[src/verilog/tdes_defines.svh]
`ifndef TDES_DEFINES_SVH
`define TDES_DEFINES_SVH

//////////////////////////////////////////////////
// Block geometry
//////////////////////////////////////////////////

// One block half, also the key width
`define TDES_HALF_W 64

// Rounds in one pass
`define TDES_ROUNDS 16

// Encrypt, decrypt, encrypt
`define TDES_PASSES 3

// Key step works on four chunks of this width
`define TDES_CHUNK_W 16

`endif
[src/verilog/tdes_ctrl_pkg.sv]
`default_nettype none

package tdes_ctrl_pkg;

	// Order matters, the sequencer steps through it
	typedef enum logic [1:0] {
		PASS_ENC1,
		PASS_DEC2,
		PASS_ENC3
	} pass_t;

	//////////////////////////////////////////////////
	// Sequencer to datapath and key schedule
	//////////////////////////////////////////////////

	typedef struct packed {
		logic  load;
		logic  run;
		pass_t pass;
		logic  last_round;
	} seq_ctrl_t;

endpackage

`default_nettype wire

[src/verilog/tdes_types_pkg.sv]
`default_nettype none

`include "tdes_defines.svh"

package tdes_types_pkg;

	localparam int HALF_W = `TDES_HALF_W;
	localparam int CW = `TDES_CHUNK_W;

	typedef logic [HALF_W-1:0] half_t;

	// hi is the left half, lo the right half
	typedef struct packed {
		half_t hi;
		half_t lo;
	} block_t;

	typedef struct packed {
		half_t k1;
		half_t k2;
		half_t k3;
	} key_set_t;

	//////////////////////////////////////////////////
	// Key step
	//////////////////////////////////////////////////

	// Chained XOR of the chunks, top chunk folded with the low key bits
	function automatic half_t key_step(input half_t key);
		logic [CW-1:0] t1;
		logic [CW-1:0] t2;
		logic [CW-1:0] t3;
		logic [CW-1:0] t4;
		t1 = key[4*CW-1 -: CW] ^ CW'(key[CW-3:0]);
		t2 = t1 ^ key[3*CW-1 -: CW];
		t3 = t2 ^ key[2*CW-1 -: CW];
		t4 = t3 ^ key[CW-1:0];
		return {t1, t2, t3, t4};
	endfunction

endpackage

`default_nettype wire

[src/verilog/tdes_enc.sv]
`default_nettype none

module tdes_enc (
	input  wire                      clk,
	input  wire                      rst,
	input  tdes_types_pkg::block_t   pt,
	input  tdes_types_pkg::key_set_t keys,
	output tdes_types_pkg::block_t   ct,
	output tdes_types_pkg::key_set_t ek
);

	import tdes_types_pkg::*;
	import tdes_ctrl_pkg::*;

	seq_ctrl_t ctrl;
	half_t     round_key;

	tdes_sequencer sequencer_i (
		.clk  (clk),
		.rst  (rst),
		.ctrl (ctrl)
	);

	tdes_key_schedule key_schedule_i (
		.clk       (clk),
		.rst       (rst),
		.ctrl      (ctrl),
		.keys      (keys),
		.round_key (round_key),
		.ek        (ek)
	);

	tdes_round_datapath round_datapath_i (
		.clk       (clk),
		.rst       (rst),
		.ctrl      (ctrl),
		.pt        (pt),
		.round_key (round_key),
		.ct        (ct)
	);

endmodule

`default_nettype wire

[src/verilog/tdes_round_datapath.sv]
`default_nettype none

module tdes_round_datapath (
	input  wire                      clk,
	input  wire                      rst,
	input  tdes_ctrl_pkg::seq_ctrl_t ctrl,
	input  tdes_types_pkg::block_t   pt,
	input  tdes_types_pkg::half_t    round_key,
	output tdes_types_pkg::block_t   ct
);

	import tdes_types_pkg::*;
	import tdes_ctrl_pkg::*;

	half_t  l_q;
	half_t  r_q;
	half_t  mix;
	block_t rnd;
	logic   final_round;

	assign mix = l_q ^ r_q ^ round_key;
	assign final_round = ctrl.run && ctrl.last_round && (ctrl.pass == PASS_ENC3);

	//////////////////////////////////////////////////
	// One round per clock
	//////////////////////////////////////////////////

	// Decrypt pass runs the mirrored round
	always_comb begin
		if (ctrl.pass == PASS_DEC2) begin
			rnd.hi = mix;
			rnd.lo = l_q;
		end else begin
			rnd.hi = r_q;
			rnd.lo = mix;
		end
	end

	always_ff @(posedge clk) begin
		if (ctrl.load) begin
			l_q <= pt.hi;
			r_q <= pt.lo;
		end else if (ctrl.run) begin
			l_q <= rnd.hi;
			r_q <= rnd.lo;
		end
	end

	// Result of round 48
	always_ff @(posedge clk) begin
		if (rst)
			ct <= '0;
		else if (final_round)
			ct <= rnd;
	end

	//////////////////////////////////////////////////
	// Checks
	//////////////////////////////////////////////////

	// ct moves only as the sequencer leaves the run phase
	ct_on_final_round: assert property (@(posedge clk) disable iff (rst)
		!$stable(ct) |-> $fell(ctrl.run));

endmodule

`default_nettype wire

[src/verilog/tdes_key_schedule.sv]
`default_nettype none

module tdes_key_schedule (
	input  wire                      clk,
	input  wire                      rst,
	input  tdes_ctrl_pkg::seq_ctrl_t ctrl,
	input  tdes_types_pkg::key_set_t keys,
	output tdes_types_pkg::half_t    round_key,
	output tdes_types_pkg::key_set_t ek
);

	import tdes_types_pkg::*;
	import tdes_ctrl_pkg::*;

	half_t key_q;
	half_t next_base;

	// Base key of the pass that follows the current one
	always_comb begin
		case (ctrl.pass)
			PASS_ENC1: next_base = keys.k2;
			PASS_DEC2: next_base = keys.k3;
			default:   next_base = key_q;
		endcase
	end

	//////////////////////////////////////////////////
	// Current round key
	//////////////////////////////////////////////////

	always_ff @(posedge clk) begin
		if (ctrl.load) begin
			key_q <= keys.k1;
		end else if (ctrl.run) begin
			if (ctrl.last_round)
				key_q <= next_base;
			else
				key_q <= key_step(key_q);
		end
	end

	assign round_key = key_q;

	// Key used in round 16 of each pass
	always_ff @(posedge clk) begin
		if (rst) begin
			ek <= '0;
		end else if (ctrl.run && ctrl.last_round) begin
			case (ctrl.pass)
				PASS_ENC1: ek.k1 <= key_q;
				PASS_DEC2: ek.k2 <= key_q;
				default:   ek.k3 <= key_q;
			endcase
		end
	end

	//////////////////////////////////////////////////
	// Checks
	//////////////////////////////////////////////////

	// An ek update lines up with the end of a pass
	ek_on_last_round: assert property (@(posedge clk) disable iff (rst)
		!$stable(ek) |-> (ctrl.pass != $past(ctrl.pass)) || !ctrl.run);

endmodule

`default_nettype wire

[src/verilog/tdes_sequencer.sv]
`default_nettype none

`include "tdes_defines.svh"

module tdes_sequencer (
	input  wire                     clk,
	input  wire                     rst,
	output tdes_ctrl_pkg::seq_ctrl_t ctrl
);

	import tdes_ctrl_pkg::*;

	localparam int ROUND_W = $clog2(`TDES_ROUNDS);
	localparam logic [ROUND_W-1:0] ROUND_LAST = ROUND_W'(`TDES_ROUNDS - 1);
	localparam pass_t PASS_LAST = pass_t'(`TDES_PASSES - 1);

	typedef enum logic [1:0] {
		PH_LOAD,
		PH_RUN,
		PH_DONE
	} phase_t;

	phase_t             phase;
	logic [ROUND_W-1:0] round_cnt;
	pass_t              pass_q;
	logic               at_last;

	assign at_last = (round_cnt == ROUND_LAST);

	//////////////////////////////////////////////////
	// Phase, round and pass counters
	//////////////////////////////////////////////////

	always_ff @(posedge clk) begin
		if (rst) begin
			phase     <= PH_LOAD;
			round_cnt <= '0;
			pass_q    <= PASS_ENC1;
		end else begin
			case (phase)
				PH_LOAD: begin
					phase     <= PH_RUN;
					round_cnt <= '0;
					pass_q    <= PASS_ENC1;
				end
				PH_RUN: begin
					if (at_last) begin
						round_cnt <= '0;
						// Park once the final pass is through
						if (pass_q == PASS_LAST)
							phase <= PH_DONE;
						else
							pass_q <= pass_t'(pass_q + 2'd1);
					end else begin
						round_cnt <= round_cnt + 1'b1;
					end
				end
				default: begin
					phase <= PH_DONE;
				end
			endcase
		end
	end

	always_comb begin
		ctrl.load       = (phase == PH_LOAD);
		ctrl.run        = (phase == PH_RUN);
		ctrl.pass       = pass_q;
		ctrl.last_round = (phase == PH_RUN) && at_last;
	end

	//////////////////////////////////////////////////
	// Checks
	//////////////////////////////////////////////////

	// Each pass spans exactly 16 rounds
	pass_len: assert property (@(posedge clk) disable iff (rst)
		ctrl.last_round |-> $past(ctrl.load || ctrl.last_round, `TDES_ROUNDS));

	run_ends_after_enc3: assert property (@(posedge clk) disable iff (rst)
		$fell(ctrl.run) |-> $past(ctrl.last_round && (ctrl.pass == PASS_ENC3)));

endmodule

`default_nettype wire

[config.mk]
export PLATFORM = sky130hd
export DESIGN_NAME = tdes_enc
export DESIGN_NICKNAME = d
export VERILOG_FILES = /design/src/verilog/tdes_ctrl_pkg.sv /design/src/verilog/tdes_types_pkg.sv /design/src/verilog/tdes_enc.sv /design/src/verilog/tdes_round_datapath.sv /design/src/verilog/tdes_key_schedule.sv /design/src/verilog/tdes_sequencer.sv
export VERILOG_INCLUDE_DIRS = /design/src /design/src/verilog
export SDC_FILE = /design/constraint.sdc
export NUM_CORES = 1
export LEC_CHECK = 0
export ABC_AREA = 1
export CAP_MARGIN = 10
export CELL_PAD_IN_SITES_DETAIL_PLACEMENT = 0
export CELL_PAD_IN_SITES_GLOBAL_PLACEMENT = 1
export CORE_MARGIN = 5
export CORE_UTILIZATION = 25
export CTS_BUF_LIST = sky130_fd_sc_hd__clkbuf_16
export DETAILED_ROUTE_END_ITERATION = 6
export DONT_BUFFER_PORTS = 1
export HOLD_SLACK_MARGIN = 0.08
export PLACE_DENSITY_LB_ADDON = 0.1
export SKIP_CTS_REPAIR_TIMING = 1
export SYNTH_ARGS = -nofsm -noshare
export SYNTH_HDL_FRONTEND = slang
export SYNTH_SLANG_ARGS = --single-unit
[constraint.sdc]
create_clock -name clk -period 5.1 [get_ports clk]
set_input_delay 0.255 -clock clk [delete_from_list [all_inputs] [get_ports clk]]
set_output_delay 0.255 -clock clk [all_outputs]
set_load 0.01 [all_outputs]
==> run metrics <==
core region area=between 0.09 and 0.1 mm2; Cells after DPL=4294; Worst Path Class, Setup=reg2reg; number of cells in the finished layout apart from fillers=about 4700; Post-DRT Antenna Nets=0; minimum setup slack in the final design=about 330 ps; Worst Path Required=around 5600 ps; final weighted congestion in routability-driven placement=0.8703; power density over cell area=about 420 mW/mm2; number of vias per cell=4.793; clock root buffer master=clkbuf_16; Clock power frac=approximately two fifths; total chip power=12.77 mW; sequential share of power=between 40% and 50%; aggregate global routing overflow=0; overall die width=around 320 um; average detailed-routed wire length per instance=~25 um; top post-synthesis cells by area=dfxtp_1, edfxtp_1, nand2_1; overall track demand over capacity in global routing=a little over a fifth; largest net degree at the start of global routing=about 200; TritonCTS sink count=520; First-pass DRT Iterations=5; cell with the most instances after synthesis=nand2_1; number of top-level design ports=approximately 640; ratio of final minimum period to clock period=between 90% and 100%; reg-to-reg startpoint=sequencer_i.phase[1]; synthesized instance count=between 3000 and 4000; Sw Share=about a third; critical path fanouts, max=47; top cell types by occurrence after synthesis=nand2_1, nor2_1, dfxtp_1, inv_1, o21ai_0; fraction of power consumed by combinational cells=a little over a fifth; internal power consumption=approximately 8.6 mW; proportion of layout cells with a drive suffix above 1=around 4.5%; Maximum Capacitance Violations=0; minimum setup slack after placement=1134 ps; met2 track utilization from global routing=between 30% and 40%; Inserted Clock Buffers=a little over 70; Max IR drop VDD=roughly 0.21 mV; count of state elements after synthesis=520; Final Setup Violations=0; setup repair after global routing missed its margin=no; count of warnings emitted by yosys=0; CTS tree=yes; Cell Area, Synth=0.02444 mm2; Fmax achieved=about 210 MHz; cell type with the largest total area after synthesis=dfxtp_1; number of remaining DRC errors=0; final HPWL from detailed placement=between 80000 and 90000 um; Top FF cell, synth=dfxtp_1; detailed router's first-iteration violation count=~1700; CP startpoint=sequencer_i.phase[1]; die extent in y=322.7 um; static leakage power=between 10 and 15 nW; starting density of the core=25.24%; CP endpoint kind=flip-flop; total negative slack=0 ps; CP arrival=~5300 ps; Cell Area, Placed=about 0.025 mm2; CTS clock-pin slew for the worst setup and hold paths=roughly 60 ps; max-slew headroom at the worst pin=between 20% and 30%; first-pass GRT wire length=about 160000 um; Final Hold Viols=0; summed area of non-filler cells in the final layout=a little over 0.03 mm2; number of placement rows=approximately 110; routed vias=22640; number of antenna violations at the first check in global routing=35; mean area per synthesized cell=7.664 um2; class of the worst hold path=in2reg; launching element type of the critical path=flip-flop; Most Used Layer, Global Route=met2; clock tree buffer depth=3; layout overhead on the synthesized area=24.84%; net total in the final layout=3689; count of H-tree levels built during CTS=3; number of enable flip-flop cells after synthesis=~190; routed wire length=118800 um; sw power=between 4 and 5 mW; number of global-route vias before repair=around 21000; Hold Path Origin=rst; status=complete, no violations; share of synthesized registers carrying an async set or reset=0%; final worst path period need=between 4000 and 5000 ps; post-synth cell types=34; Slew Viols, Final=0; DIE AREA=around 0.10 mm2; IO buf count=0; Skew-Pair Late Insertion Delay=roughly 620 ps; met1 Use GR=26.22%; sequential-to-total area share from yosys stat=between 50% and 60%; share of Yosys cell area claimed by the top area cell type=around 27%; worst clock skew on the final layout=roughly 19 ps; Net Count, Synth=approximately 3500; global-route track usage on met3=a little under a tenth; transition time at the pin with the least slew margin=between 1000 and 1500 ps
-- kinds of logic (layout without fill, tap and decap cells) --
logic type	count (synthesis)	after routing	synth area share, %
flops	520	520	50.46
fa+ha+maj	4	4	0.2048
xor+xnor	97	97	3.476
buf+inv	482	715	8.114
simple gates	1425	1425	23.20
other cells	0	25	0
compound gates	661	661	14.55
-- path summary, 6_finish.rpt --
path	endpoint	slack, ps	depth (start not counted)
worst max-delay path	key_schedule_i.round_key[36]	330	10
worst min-delay path	key_schedule_i.ek[42]	130	3
worst max register to register	key_schedule_i.round_key[36]	330	10
worst min register to register	sequencer_i.round_cnt[1]	490	2
-- cells in the final DEF, fill, tap and decap left out, drive strengths merged, types with 2 or more instances in the layout --
master,instances
a21oi,229
a22oi,27
buf,26
bufinv,3
clkbuf,77
clkinv,28
dfxtp,328
diode,25
dlygate4sd3,271
edfxtp,192
ha,4
inv,309
nand2,877
nand3,188
nand4,14
nor2,343
o2111ai,5
o211ai,2
o21ai,335
o21bai,60
xnor2,30
xor2,67
-- sequential cells by signal, summed over array words and instances (netlist names) --
name and flops:
key_schedule_i.ek 192, round_datapath_i.ct 128, key_schedule_i.round_key 64, round_datapath_i.l_q 64, round_datapath_i.r_q 64, sequencer_i.round_cnt 4
sequencer_i.pass_q 2, sequencer_i.phase 2
-- critical path: stages (launching register included) --
cell	delay (ps)
dfxtp_1	400
inv_6	370
nand2_2	170
nor2_4	690
inv_2	480
nor2_4	770
buf_12	330
a22oi_1	100
dlygate4sd3_1	630
nand3_1	70
dlygate4sd3_1	560
-- area by class of cell --
type                            count  area, um2
Timing Repair Buffer              297       3003
Tap cell                         1276       1597
Clock inverter                     55      335.3
Multi-Input combinational cell   2187      10170
Fill cell                       10390      66340
Clock buffer                       77       1927
Antenna cell                       25      62.56
Inverter                          286       1090
Sequential cell                   520      12330
-- through the flow --
stage,utilization (%),hold WS [ps]
final,31.50,130.0
after CTS,28.61,-256.1
after global routing,31.46,126.6
after detailed placement,26.27,438.3
after floorplan,-,440.7
after global placement,26.27,437.3
-- power by group through the flow --
stage	combinational [mW]	sequential (mW)	clock, mW
finish	2.77	5.11	4.90
CTS	2.48	5.10	5.06
global placement	2.45	5.16	0
global route	3.09	5.15	5.22
detailed placement	2.47	5.18	0
floorplan	1.63	5.06	0
-- metal layers --
layer	part of all wire (%)	vias to the layer above	routed length [um]
li1	-	10760	-
met1	41	10880	48910
met2	46	824	54630
met3	10	157	11940
met4	2.7	24	3186
met5	0.14	-	161
Power figures use the tool's default switching activity.
